File: config.mk
export PLATFORM = sky130hd
export DESIGN_NAME = rv_exec_core
export DESIGN_NICKNAME = d
export VERILOG_FILES = /design/src/design/rv_pkg.sv /design/src/design/rv_rf_read_if.sv /design/src/design/rv_exec_core.sv /design/src/design/rv_writeback.sv /design/src/design/rv_execute.sv /design/src/design/rv_decode.sv /design/src/design/rv_stage_reg.sv /design/src/design/rv_regfile.sv
export VERILOG_INCLUDE_DIRS = /design/src /design/src/design
export SDC_FILE = /design/constraint.sdc
export NUM_CORES = 2
export LEC_CHECK = 0
export BUFFER_PORTS_ARGS = -buffer_cell sky130_fd_sc_hd__buf_4
export CAP_MARGIN = 20
export CORE_UTILIZATION = 35
export DETAILED_ROUTE_END_ITERATION = 10
export PLACE_DENSITY_LB_ADDON = 0.05
export SLEW_MARGIN = 30
export SYNTH_ARGS = -nofsm -noshare
export SYNTH_HDL_FRONTEND = slang
export SYNTH_SLANG_ARGS = --single-unit
File: constraint.sdc
create_clock -name clk -period 8.8 [get_ports clk]
set_input_delay 0.44 -clock clk [delete_from_list [all_inputs] [get_ports clk]]
set_output_delay 0.44 -clock clk [all_outputs]
set_load 0.1 [all_outputs]
File: src/design/rv_macros.svh
`ifndef RV_MACROS_SVH
`define RV_MACROS_SVH

// datapath word width
`define RV_XLEN 32

// architectural register count, x0 included
`define RV_NUM_REGS 32

// register index width
`define RV_REG_AW 5

`endif
File: src/design/rv_pkg.sv
`default_nettype none

`include "rv_macros.svh"

package rv_pkg;

    typedef enum logic [4:0] {
        alu_add,
        alu_sub,
        alu_and,
        alu_or,
        alu_xor,
        alu_sll,
        alu_srl,
        alu_sra,
        alu_slt,
        alu_sltu,
        alu_copy2,  // passes op2, used by lui
        br_beq,
        br_bne,
        br_blt,
        br_bge,
        br_bltu,
        br_bgeu
    } alu_op_e;

    typedef enum logic [1:0] {
        op1_rs1,
        op1_pc,
        op1_zero
    } op1_sel_e;

    typedef enum logic [1:0] {
        op2_rs2,
        op2_imi,
        op2_imj,
        op2_imu
    } op2_sel_e;

    typedef enum logic [1:0] {
        wb_none,
        wb_alu,
        wb_link  // pc+4 of a jump
    } wb_sel_e;

    typedef struct packed {
        logic [`RV_XLEN-1:0]   pc;
        logic [`RV_XLEN-1:0]   op1;
        logic [`RV_XLEN-1:0]   op2;
        logic [`RV_XLEN-1:0]   rs2_val;  // branch compare operand
        logic [`RV_XLEN-1:0]   br_off;   // b or j immediate
        alu_op_e               alu_op;
        wb_sel_e               wb_sel;
        logic [`RV_REG_AW-1:0] rd;
        logic                  is_branch;
        logic                  is_jal;
        logic                  is_jalr;
        logic                  illegal;
    } dec_pkt_t;

    typedef struct packed {
        logic [`RV_XLEN-1:0]   pc;
        logic [`RV_REG_AW-1:0] rd;
        logic [`RV_XLEN-1:0]   value;
        logic                  rd_wen;
        logic                  branch_taken;
        logic [`RV_XLEN-1:0]   next_pc;
        logic                  illegal;
    } exe_pkt_t;

endpackage

`default_nettype wire

File: src/design/rv_rf_read_if.sv
`default_nettype none

`include "rv_macros.svh"

interface rv_rf_read_if;
    logic [`RV_REG_AW-1:0] rs1_addr;
    logic [`RV_REG_AW-1:0] rs2_addr;
    logic [`RV_XLEN-1:0]   rs1_data;
    logic [`RV_XLEN-1:0]   rs2_data;

    modport reader (output rs1_addr, output rs2_addr, input rs1_data, input rs2_data);
    modport bank (input rs1_addr, input rs2_addr, output rs1_data, output rs2_data);
endinterface

`default_nettype wire

File: src/design/rv_exec_core.sv
`default_nettype none

`include "rv_macros.svh"

module rv_exec_core
    import rv_pkg::*;
(
    input  logic                  clk,
    input  logic                  rst,
    input  logic                  in_valid,
    input  logic [31:0]           in_inst,
    input  logic [`RV_XLEN-1:0]   in_pc,
    output logic                  in_ready,
    output logic                  out_valid,
    output logic [`RV_XLEN-1:0]   out_pc,
    output logic [`RV_REG_AW-1:0] out_rd,
    output logic [`RV_XLEN-1:0]   out_value,
    output logic                  out_rd_wen,
    output logic                  out_branch_taken,
    output logic [`RV_XLEN-1:0]   out_next_pc,
    output logic                  out_illegal,
    input  logic                  out_ready
);

    rv_rf_read_if rf_rd ();

    logic dec_valid, dec_ready, dq_valid, dq_ready;
    logic exe_ready, eq_valid, eq_ready;
    logic rf_wen;
    logic [`RV_REG_AW-1:0] rf_waddr;
    logic [`RV_XLEN-1:0]   rf_wdata;
    dec_pkt_t dec_pkt, dq_pkt;
    exe_pkt_t exe_pkt, eq_pkt;

    // destinations still on their way to the register file
    wire pend_a_valid = dq_valid && (dq_pkt.wb_sel != wb_none);
    wire pend_b_valid = eq_valid && eq_pkt.rd_wen;

    rv_regfile regfile_i (
        .clk(clk), .rst(rst), .rd(rf_rd.bank),
        .wen(rf_wen), .waddr(rf_waddr), .wdata(rf_wdata)
    );

    rv_decode decode_i (
        .in_valid(in_valid), .in_inst(in_inst), .in_pc(in_pc), .in_ready(in_ready),
        .rf(rf_rd.reader),
        .pend_a_valid(pend_a_valid), .pend_a_rd(dq_pkt.rd),
        .pend_b_valid(pend_b_valid), .pend_b_rd(eq_pkt.rd),
        .out_valid(dec_valid), .out_ready(dec_ready), .out_pkt(dec_pkt)
    );

    rv_stage_reg #(.payload_t(dec_pkt_t)) dec_q (
        .clk(clk), .rst(rst),
        .in_valid(dec_valid), .in_ready(dec_ready), .in_data(dec_pkt),
        .out_valid(dq_valid), .out_ready(dq_ready), .out_data(dq_pkt)
    );

    rv_execute execute_i (.in_pkt(dq_pkt), .out_pkt(exe_pkt));

    assign dq_ready = exe_ready;

    rv_stage_reg #(.payload_t(exe_pkt_t)) exe_q (
        .clk(clk), .rst(rst),
        .in_valid(dq_valid), .in_ready(exe_ready), .in_data(exe_pkt),
        .out_valid(eq_valid), .out_ready(eq_ready), .out_data(eq_pkt)
    );

    rv_writeback writeback_i (
        .in_valid(eq_valid), .in_ready(eq_ready), .in_pkt(eq_pkt),
        .rf_wen(rf_wen), .rf_waddr(rf_waddr), .rf_wdata(rf_wdata),
        .out_valid(out_valid), .out_pc(out_pc), .out_rd(out_rd), .out_value(out_value),
        .out_rd_wen(out_rd_wen), .out_branch_taken(out_branch_taken),
        .out_next_pc(out_next_pc), .out_illegal(out_illegal), .out_ready(out_ready)
    );

endmodule

`default_nettype wire

File: src/design/rv_writeback.sv
`default_nettype none

`include "rv_macros.svh"

module rv_writeback
    import rv_pkg::*;
(
    input  logic                  in_valid,
    output logic                  in_ready,
    input  exe_pkt_t              in_pkt,
    output logic                  rf_wen,
    output logic [`RV_REG_AW-1:0] rf_waddr,
    output logic [`RV_XLEN-1:0]   rf_wdata,
    output logic                  out_valid,
    output logic [`RV_XLEN-1:0]   out_pc,
    output logic [`RV_REG_AW-1:0] out_rd,
    output logic [`RV_XLEN-1:0]   out_value,
    output logic                  out_rd_wen,
    output logic                  out_branch_taken,
    output logic [`RV_XLEN-1:0]   out_next_pc,
    output logic                  out_illegal,
    input  logic                  out_ready
);

    assign in_ready  = out_ready;
    assign out_valid = in_valid;

    // commit only on the handshake edge
    assign rf_wen   = in_valid && out_ready && in_pkt.rd_wen;
    assign rf_waddr = in_pkt.rd;
    assign rf_wdata = in_pkt.value;

    assign out_pc           = in_pkt.pc;
    assign out_rd           = in_pkt.rd;
    assign out_value        = in_pkt.value;
    assign out_rd_wen       = in_pkt.rd_wen;
    assign out_branch_taken = in_pkt.branch_taken;
    assign out_next_pc      = in_pkt.next_pc;
    assign out_illegal      = in_pkt.illegal;

endmodule

`default_nettype wire

File: src/design/rv_execute.sv
`default_nettype none

`include "rv_macros.svh"

module rv_execute
    import rv_pkg::*;
(
    input  dec_pkt_t in_pkt,
    output exe_pkt_t out_pkt
);

    localparam int sh_w = $clog2(`RV_XLEN);

    logic [`RV_XLEN-1:0] op1, op2, sum, alu_res;
    logic [`RV_XLEN-1:0] pc_plus4, target;
    logic [sh_w-1:0]     shamt;
    logic                br_cond, redirect;

    assign op1   = in_pkt.op1;
    assign op2   = in_pkt.op2;
    assign sum   = op1 + op2;
    assign shamt = op2[sh_w-1:0];

    always_comb begin
        alu_res = '0;
        br_cond = 1'b0;
        case (in_pkt.alu_op)
            alu_add:   alu_res = sum;
            alu_sub:   alu_res = op1 - op2;
            alu_and:   alu_res = op1 & op2;
            alu_or:    alu_res = op1 | op2;
            alu_xor:   alu_res = op1 ^ op2;
            alu_sll:   alu_res = op1 << shamt;
            alu_srl:   alu_res = op1 >> shamt;
            alu_sra:   alu_res = $unsigned($signed(op1) >>> shamt);
            alu_slt:   alu_res = {{(`RV_XLEN-1){1'b0}}, $signed(op1) < $signed(op2)};
            alu_sltu:  alu_res = {{(`RV_XLEN-1){1'b0}}, op1 < op2};
            alu_copy2: alu_res = op2;
            br_beq:    br_cond = (op1 == in_pkt.rs2_val);
            br_bne:    br_cond = (op1 != in_pkt.rs2_val);
            br_blt:    br_cond = $signed(op1) < $signed(in_pkt.rs2_val);
            br_bge:    br_cond = $signed(op1) >= $signed(in_pkt.rs2_val);
            br_bltu:   br_cond = op1 < in_pkt.rs2_val;
            br_bgeu:   br_cond = op1 >= in_pkt.rs2_val;
            default:   alu_res = '0;
        endcase
    end

    assign pc_plus4 = in_pkt.pc + `RV_XLEN'd4;
    assign target   = in_pkt.pc + in_pkt.br_off;
    assign redirect = in_pkt.is_jal || in_pkt.is_jalr || (in_pkt.is_branch && br_cond);

    always_comb begin
        out_pkt.pc = in_pkt.pc;
        out_pkt.rd = in_pkt.rd;
        case (in_pkt.wb_sel)
            wb_alu:  out_pkt.value = alu_res;
            wb_link: out_pkt.value = pc_plus4;
            default: out_pkt.value = '0;  // branches and illegal ops
        endcase
        out_pkt.rd_wen       = (in_pkt.wb_sel != wb_none) && (in_pkt.rd != '0)
                               && !in_pkt.illegal;
        out_pkt.branch_taken = redirect;
        if (in_pkt.is_jalr) begin
            out_pkt.next_pc = {sum[`RV_XLEN-1:1], 1'b0};
        end else if (redirect) begin
            out_pkt.next_pc = target;
        end else begin
            out_pkt.next_pc = pc_plus4;
        end
        out_pkt.illegal = in_pkt.illegal;
    end

endmodule

`default_nettype wire

File: src/design/rv_decode.sv
`default_nettype none

`include "rv_macros.svh"

module rv_decode
    import rv_pkg::*;
(
    input  logic                  in_valid,
    input  logic [31:0]           in_inst,
    input  logic [`RV_XLEN-1:0]   in_pc,
    output logic                  in_ready,
    rv_rf_read_if.reader          rf,
    input  logic                  pend_a_valid,
    input  logic [`RV_REG_AW-1:0] pend_a_rd,
    input  logic                  pend_b_valid,
    input  logic [`RV_REG_AW-1:0] pend_b_rd,
    output logic                  out_valid,
    input  logic                  out_ready,
    output dec_pkt_t              out_pkt
);

    localparam logic [6:0] opc_lui    = 7'b0110111;
    localparam logic [6:0] opc_auipc  = 7'b0010111;
    localparam logic [6:0] opc_jal    = 7'b1101111;
    localparam logic [6:0] opc_jalr   = 7'b1100111;
    localparam logic [6:0] opc_branch = 7'b1100011;
    localparam logic [6:0] opc_op_imm = 7'b0010011;
    localparam logic [6:0] opc_op     = 7'b0110011;

    logic [6:0] opcode;
    logic [2:0] funct3;
    logic [6:0] funct7;
    logic [`RV_REG_AW-1:0] rs1, rs2;
    logic [`RV_XLEN-1:0] imm_i, imm_b, imm_j, imm_u;
    alu_op_e  alu_op;
    op1_sel_e op1_sel;
    op2_sel_e op2_sel;
    wb_sel_e  wb_sel;
    logic use_rs1, use_rs2, is_branch, is_jal, is_jalr, illegal;
    logic stall;

    assign opcode = in_inst[6:0];
    assign funct3 = in_inst[14:12];
    assign funct7 = in_inst[31:25];
    assign rs1    = in_inst[19:15];
    assign rs2    = in_inst[24:20];

    assign imm_i = {{20{in_inst[31]}}, in_inst[31:20]};
    assign imm_b = {{19{in_inst[31]}}, in_inst[31], in_inst[7], in_inst[30:25],
                    in_inst[11:8], 1'b0};
    assign imm_j = {{11{in_inst[31]}}, in_inst[31], in_inst[19:12], in_inst[20],
                    in_inst[30:21], 1'b0};
    assign imm_u = {in_inst[31:12], 12'b0};

    always_comb begin
        alu_op    = alu_add;
        op1_sel   = op1_zero;
        op2_sel   = op2_imi;
        wb_sel    = wb_none;
        use_rs1   = 1'b0;
        use_rs2   = 1'b0;
        is_branch = 1'b0;
        is_jal    = 1'b0;
        is_jalr   = 1'b0;
        illegal   = 1'b0;
        case (opcode)
            opc_lui: begin
                alu_op  = alu_copy2;
                op2_sel = op2_imu;
                wb_sel  = wb_alu;
            end
            opc_auipc: begin
                op1_sel = op1_pc;
                op2_sel = op2_imu;
                wb_sel  = wb_alu;
            end
            opc_jal: begin
                op1_sel = op1_pc;
                op2_sel = op2_imj;
                wb_sel  = wb_link;
                is_jal  = 1'b1;
            end
            opc_jalr: begin
                op1_sel = op1_rs1;
                wb_sel  = wb_link;
                use_rs1 = 1'b1;
                is_jalr = 1'b1;
                illegal = (funct3 != 3'b000);
            end
            opc_branch: begin
                op1_sel   = op1_rs1;
                op2_sel   = op2_rs2;
                use_rs1   = 1'b1;
                use_rs2   = 1'b1;
                is_branch = 1'b1;
                case (funct3)
                    3'b000:  alu_op = br_beq;
                    3'b001:  alu_op = br_bne;
                    3'b100:  alu_op = br_blt;
                    3'b101:  alu_op = br_bge;
                    3'b110:  alu_op = br_bltu;
                    3'b111:  alu_op = br_bgeu;
                    default: illegal = 1'b1;
                endcase
            end
            opc_op_imm: begin
                op1_sel = op1_rs1;
                wb_sel  = wb_alu;
                use_rs1 = 1'b1;
                case (funct3)
                    3'b000: alu_op = alu_add;
                    3'b010: alu_op = alu_slt;
                    3'b011: alu_op = alu_sltu;
                    3'b100: alu_op = alu_xor;
                    3'b110: alu_op = alu_or;
                    3'b111: alu_op = alu_and;
                    3'b001: begin
                        alu_op  = alu_sll;
                        illegal = (funct7 != 7'b0000000);
                    end
                    default: begin  // srli / srai
                        alu_op  = funct7[5] ? alu_sra : alu_srl;
                        illegal = (funct7 != 7'b0000000) && (funct7 != 7'b0100000);
                    end
                endcase
            end
            opc_op: begin
                op1_sel = op1_rs1;
                op2_sel = op2_rs2;
                wb_sel  = wb_alu;
                use_rs1 = 1'b1;
                use_rs2 = 1'b1;
                case ({funct7, funct3})
                    10'b0000000_000: alu_op = alu_add;
                    10'b0100000_000: alu_op = alu_sub;
                    10'b0000000_001: alu_op = alu_sll;
                    10'b0000000_010: alu_op = alu_slt;
                    10'b0000000_011: alu_op = alu_sltu;
                    10'b0000000_100: alu_op = alu_xor;
                    10'b0000000_101: alu_op = alu_srl;
                    10'b0100000_101: alu_op = alu_sra;
                    10'b0000000_110: alu_op = alu_or;
                    10'b0000000_111: alu_op = alu_and;
                    default:         illegal = 1'b1;
                endcase
            end
            default: illegal = 1'b1;  // load, store, system, unknown
        endcase
        if (illegal) begin
            op1_sel   = op1_zero;
            wb_sel    = wb_none;
            use_rs1   = 1'b0;
            use_rs2   = 1'b0;
            is_branch = 1'b0;
            is_jal    = 1'b0;
            is_jalr   = 1'b0;
        end
    end

    assign rf.rs1_addr = rs1;
    assign rf.rs2_addr = rs2;

    // raw hazard against the two older instructions
    assign stall = (use_rs1 && rs1 != '0 &&
                    ((pend_a_valid && pend_a_rd == rs1) || (pend_b_valid && pend_b_rd == rs1)))
                || (use_rs2 && rs2 != '0 &&
                    ((pend_a_valid && pend_a_rd == rs2) || (pend_b_valid && pend_b_rd == rs2)));

    assign in_ready  = out_ready && !stall;
    assign out_valid = in_valid && !stall;

    always_comb begin
        out_pkt.pc = in_pc;
        case (op1_sel)
            op1_rs1: out_pkt.op1 = rf.rs1_data;
            op1_pc:  out_pkt.op1 = in_pc;
            default: out_pkt.op1 = '0;
        endcase
        case (op2_sel)
            op2_rs2: out_pkt.op2 = rf.rs2_data;
            op2_imj: out_pkt.op2 = imm_j;
            op2_imu: out_pkt.op2 = imm_u;
            default: out_pkt.op2 = imm_i;
        endcase
        out_pkt.rs2_val   = rf.rs2_data;
        out_pkt.br_off    = is_jal ? imm_j : imm_b;
        out_pkt.alu_op    = alu_op;
        out_pkt.wb_sel    = wb_sel;
        out_pkt.rd        = in_inst[11:7];
        out_pkt.is_branch = is_branch;
        out_pkt.is_jal    = is_jal;
        out_pkt.is_jalr   = is_jalr;
        out_pkt.illegal   = illegal;
    end

endmodule

`default_nettype wire

File: src/design/rv_stage_reg.sv
`default_nettype none

module rv_stage_reg #(
    parameter type payload_t = logic
) (
    input  logic     clk,
    input  logic     rst,
    input  logic     in_valid,
    output logic     in_ready,
    input  payload_t in_data,
    output logic     out_valid,
    input  logic     out_ready,
    output payload_t out_data
);

    logic     full;
    payload_t data_q;

    // free slot, or the held entry leaves this cycle
    assign in_ready = !full || out_ready;

    always_ff @(posedge clk) begin
        if (rst) begin
            full <= 1'b0;
        end else if (in_ready) begin
            full <= in_valid;
        end
    end

    always_ff @(posedge clk) begin
        if (in_valid && in_ready) begin
            data_q <= in_data;
        end
    end

    assign out_valid = full;
    assign out_data  = data_q;

    a_hold_stable: assert property (@(posedge clk) disable iff (rst)
        out_valid && !out_ready |=> out_valid && $stable(out_data));

endmodule

`default_nettype wire

File: src/design/rv_regfile.sv
`default_nettype none

`include "rv_macros.svh"

module rv_regfile (
    input  logic                  clk,
    input  logic                  rst,
    rv_rf_read_if.bank            rd,
    input  logic                  wen,
    input  logic [`RV_REG_AW-1:0] waddr,
    input  logic [`RV_XLEN-1:0]   wdata
);

    logic [`RV_XLEN-1:0] regs [1:`RV_NUM_REGS-1];  // x0 has no storage

    always_ff @(posedge clk) begin
        if (rst) begin
            for (int i = 1; i < `RV_NUM_REGS; i++) begin
                regs[i] <= '0;
            end
        end else if (wen && waddr != '0) begin
            regs[waddr] <= wdata;
        end
    end

    assign rd.rs1_data = (rd.rs1_addr == '0) ? '0 : regs[rd.rs1_addr];
    assign rd.rs2_data = (rd.rs2_addr == '0) ? '0 : regs[rd.rs2_addr];

    // writeback filters rd == 0 before it gets here
    a_no_x0_write: assert property (@(posedge clk) disable iff (rst)
        wen |-> waddr != '0);

endmodule

`default_nettype wire

After elaboration in Yosys (flattened, before gate mapping)
Memories as Yosys holds them, arrays and structs flattened.
Index checks and enable logic that the tools add are counted.
{"block": "word_totals", "n_memories": 1, "ram_bits": 992, "wordCells": 186, "regBits": 271, "in_bits": 68}
{"memory": "regfile_i.regs", "depth": 31, "width": 32, "read_ports": 2, "rd_clocked_by_memory_dff": 0, "write_ports": 31, "line_no": "rv_regfile.sv:14", "rtl": "logic [`RV_XLEN-1:0] regs [1:`RV_NUM_REGS-1];"}
{"block": "op_classes", "bitwise": 3, "n_lt_le_gt_ge": 6, "mux": 39, "add_sub_neg": 4, "eq_ne": 51, "reduce_logical": 57, "shifts": 3}
{"cell": "$pmux 32 s11", "count": 1}
{"cell": "$mux 32", "count": 5}
{"cell": "$lt 32x32->1", "count": 4}
{"cell": "$pmux 32 s2", "count": 2}
{"cell": "$pmux 32 s3", "count": 1}
{"cell": "$add 32x32->32", "count": 2}
{"cell": "$ge 32x32->1", "count": 2}
{"cell": "$eq 10x3->1 const B", "count": 4}
{"cell": "$eq 5x4->1 const B", "count": 8}
{"cell": "$pmux 4 s9", "count": 1}
{"cell": "$pmux 5 s7", "count": 1}
{"cell": "$add 32x3->32 const B", "count": 1}
{"cell": "$and 32x32->32", "count": 1}
{"cell": "$eq 32x32->1", "count": 1}
{"cell": "$ne 32x32->1", "count": 1}
{"cell": "$or 32x32->32", "count": 1}
{"cell": "$reduce_or 32->1", "count": 1}
{"cell": "$shl 32x5->32", "count": 1}
{"cell": "$shr 32x5->32", "count": 1}
{"cell": "$sshr 32x5->32", "count": 1}
{"cell": "$sub 32x32->32", "count": 1}
{"cell": "$xor 32x32->32", "count": 1}
{"cell": "$pmux 5 s6", "count": 1}
{"cell": "$eq 7x7->1 const B", "count": 3}
{"cell": "other kinds (42)", "count": 117}

Longest topological paths before layout
{"block": "logic_depth", "ltp_word": 11, "depth_mapped": 16, "ltp_nobuf": 14}

By module
Synthesis repeated with hierarchy kept, for this count alone.
{"block": "hier_totals", "hier_cells": 6486, "hier_area_um2": 80176.9}
{"module": "rv_regfile", "instances": 1, "area_each_um2": 54633.6, "seq_area_each_um2": 30749.5, "cells_each": 3765}
{"module": "rv_execute", "instances": 1, "area_each_um2": 13356.6, "seq_area_each_um2": 0.0, "cells_each": 1919}
{"module": "rv_stage_reg (dec_q)", "instances": 1, "area_each_um2": 5340.1, "seq_area_each_um2": 5305.1, "cells_each": 181}
{"module": "rv_stage_reg (exe_q)", "instances": 1, "area_each_um2": 3178.0, "seq_area_each_um2": 3143.0, "cells_each": 109}
{"module": "rv_decode", "instances": 1, "area_each_um2": 2575.0, "seq_area_each_um2": 0.0, "cells_each": 366}
{"module": "rv_writeback", "instances": 1, "area_each_um2": 1079.8, "seq_area_each_um2": 0.0, "cells_each": 144}
{"module": "rv_exec_core", "instances": 1, "area_each_um2": 13.8, "seq_area_each_um2": 0.0, "cells_each": 2}

Worst setup path before layout
Ideal clock, no wire load.
{"block": "synth_path", "path_type": "in2reg", "startpoint": "input port in_inst[1]", "endpoint": "register dec_q.data_q, in the netlist dec_q.out_data[0] (enable)", "required_ns": 8.260, "setup_ns": 0.540, "slack_ns": 0.860, "arrival_ns": 7.399, "stages": 7, "cell_sequence": "nand2_1 or4b_2 nor3_1 a311o_1 a21oi_1 a21oi_1 and2_1"}
{"element": "start, declared", "line_no": "rv_exec_core.sv:11", "rtl": "input logic [31:0] in_inst,"}
{"element": "end signal, assigned", "line_no": "rv_stage_reg.sv:32", "rtl": "data_q <= in_data;"}
{"element": "end, declared", "line_no": "rv_stage_reg.sv:17", "rtl": "payload_t data_q;"}

==> impl_metrics.toml <==
[clock_network]
cts_buffers = 157
holdBufCountCts = 46
post_cts_buffers = 0
cts-root-buf = "clkbuf_16"
clkLatencyLatePin_ns = 0.83
cts.clk_slew.worst_paths_ns = 0.06
htree_levels = 4
cts_buffer_depth = 3
clkSinkCount = 1294
cts_tree = "built"
post_cts_resized = 0

[routing]
routedWlPerCell_um = 38.3
wirelength_mm = 334
drc_errors = 0
drt-pass1-iter-count = 6
num_vias = 51900
viasPerCell = 5.95
ant_nets = 0
drt-initial-drc-count = 6096

[sta]
maxSlewHeadroom = 0.299
hold_viol_final = 0
min_period_ns = 5.06
worst_slew_pin_slew_ns = 1.05
period_share = 0.575
maxSlewViolCount = 0
rsz0062_at_grt = "no"
fmaxAchievable_mhz = 198
setup_tns_ns = 0
fin_worst_skew_ns = 0.0307
setup_viol = 0

[die]
die_y_um = 470
io_pins = 174
start_util = 0.352
row_count = 171
dieArea_um2 = 221000
die_w_um = 470
fp.coreArea_um2 = 217000

[outcome]
status = "finished clean"

[synthesis]
synth_flop_cell = "edfxtp_1"
async_flop_share = 0
synth_top_cell_area_share = 0.507
yosys-top-cells-area = "edfxtp_1 (51%), mux4_2 (20%), and2_1 (8.2%)"
synth_edf_count = 1292
synth.most_common_cell = "edfxtp_1"
ys_ff_latch = 1294
synth_cell_types = 99
yosysWarnings = 0
syn_area_um2 = 76500
synth_seq_area_share = 0.507
yosys-top-cells-count = "edfxtp_1 (1292), and2_1 (1007), mux4_2 (682)"
yosysTopAreaCell = "edfxtp_1"
syn_area_per_cell_um2 = 13.6
synthCells = 5643

[cells_and_area]
n_fill_cell = 20100
layout-drive-gt1-share = 0.236
multiInputGateArea_um2 = 35600
area_delta_synth_final_pct = 13.4
nets = 5957
seqCellArea_um2 = 38800

[power]
leakage_nw = 31.2
p_total_mw = 16.2
p_comb_frac = 0.159
p_int_mw = 11.6
clkPwrFrac = 0.395
vdd_drop_max_mv = 0.153
power_switching_mw = 4.64
seqPwrFrac = 0.446
swShare = 0.286
power-per-cell-area_nw_per_um2 = 187

[placed_design]
io_buffers = 173
dp_hpwl_mm = 209
place_congestion = 0.923

[grt]
grt_max_degree = 119
grt_pass1_wl_mm = 454
grt-ovfl-total = 0
first_global_vias = 52000
antenna_found_initial = 39
globalRouteTotalUtil = 0.299

[worst_setup_path]
cp-end-kind = "register"
worst-path-buf-inv = 3
cp_slowest_cell = "a221oi_2"
crit_family = "compound AO/OA/AOI/OAI gates"
cp.required_ns = 9.37
cp_cell_sequence = "buf_4 -> inv_2 -> buf_4 -> ha_1 -> o21ai_0 -> o21ai_0 -> nand4_1 -> nand4_1 -> a221oi_2 -> o21ai_1 -> a31oi_1 -> xor2_1 -> a21oi_1 -> o31a_1"
critPathMaxFanout = 50
slowest_delay_ns = 0.60
criticalPathCategory = "register to register"
cp.arrival_ns = 5.63
start_kind = "register"

[flow_run]
maxCapViolations = 0

[min_path]
hp-class = "input port to register"
==> tightest hold or removal path: cells and delay by family <==
kind                   cells  cell delay [ns]
buffers and inverters      1             0.16
and+or+nand+nor            2             0.13
==> placed cells by master (no fill, tap or decap), types with 27 or more instances in the layout <==
| cell type | netlist | routed |
|---|---|---|
| mux4_2 | 682 | 682 |
| dlygate4sd3_1 | 0 | 46 |
| a211oi_1 | 46 | 46 |
| clkinv_1 | 0 | 37 |
| xor2_1 | 32 | 32 |
| clkbuf_1 | 378 | 41 |
| nor2_1 | 295 | 261 |
| nand3_1 | 57 | 57 |
| a21oi_1 | 195 | 194 |
| o22ai_1 | 32 | 32 |
| ha_1 | 163 | 163 |
| nor2_4 | 0 | 32 |
| xnor2_1 | 79 | 79 |
| a21o_1 | 43 | 43 |
| a221o_1 | 35 | 35 |
| nor3_1 | 48 | 44 |
| inv_1 | 141 | 140 |
| buf_4 | 7 | 326 |
| or2_2 | 40 | 38 |
| nor2b_1 | 29 | 28 |
| clkbuf_16 | 0 | 161 |
| conb_1 | 1 | 32 |
| mux2i_1 | 123 | 122 |
| nand2_1 | 225 | 224 |
| edfxtp_1 | 1292 | 1292 |
| o21ai_0 | 167 | 166 |
| nand2b_1 | 28 | 27 |
| and2_1 | 1007 | 1006 |
==> state kept, by name (all words and copies together), names as in the netlist <==
register,count
regfile_i.regs,1024
dec_q.out_data,164
exe_q.out_valid,1
exe_q.out_data,104
dec_q.out_valid,1
==> path summary, 6_finish.rpt <==
path                       start                  end  slack [ns]  cells past startpoint
min                   in_inst[2]    dec_q.out_data[1]        0.08                      3
max           dec_q.out_data[82]   exe_q.out_data[30]        3.74                     14
max reg2reg   dec_q.out_data[82]   exe_q.out_data[30]        3.74                     14
min reg2reg  dec_q.out_data[172]  exe_q.out_data[100]        0.56                      0
==> kinds of logic (layout without fill, tap and decap cells) <==
| group | after synthesis | count (layout) | synth area share |
|---|---|---|---|
| AO/OA/AOI/OAI | 750 | 750 | 0.0648 |
| other | 1 | 47 | 0.0000490 |
| AND/OR/NAND/NOR | 1844 | 1844 | 0.134 |
| buffers and inverters | 646 | 821 | 0.0331 |
| multiplexers | 831 | 831 | 0.221 |
| flip-flops | 1294 | 1294 | 0.507 |
| XOR/XNOR | 111 | 111 | 0.0127 |
| adder cells (fa/ha/maj) | 166 | 166 | 0.0274 |
==> metrics by stage <==
stage / worst slack (ns) / hold slack, ns / cells / cell area [um2] / utilization
2_1_floorplan: 0.860 / 0.428 / 5674 / 76600 / -
3_3_place_gp: 3.91 / 0.549 / 8365 / 81200 / 0.374
3_5_place_dp: 3.87 / 0.547 / 8371 / 81300 / 0.375
4_1_cts: 3.82 / 0.0173 / 8702 / 86700 / 0.399
5_1_grt: 3.56 / 0.0659 / 8706 / 86700 / 0.399
6_report: 3.74 / 0.0833 / 8718 / 86800 / 0.400
==> layout make-up <==
type,instances,area share
Antenna cell,15,0.000433
Clock buffer,202,0.0482
Clock inverter,83,0.00830
Inverter,141,0.00610
Multi-Input combinational cell,3734,0.410
Sequential cell,1294,0.448
Tap cell,2854,0.0411
Timing Repair Buffer,395,0.0379
==> routing by layer <==
layer	global-route usage	share of wire	vias to the layer above
li1	-	-	21800
met1	0.381	0.40	27500
met2	0.512	0.50	2136
met3	0.0376	0.054	491
met4	0.125	0.045	2
met5	0	0.000045	-
==> power by group through the flow <==
stage / combinational, mW / clock (mW) / sequential (mW)
floorplan: 1.40 / 0 / 7.47
global placement: 2.54 / 0 / 7.35
detailed placement: 2.54 / 0 / 7.35
CTS: 2.56 / 6.49 / 7.23
global route: 2.67 / 6.72 / 7.26
finish: 2.57 / 6.41 / 7.23
(Power assumes the default switching activity.)
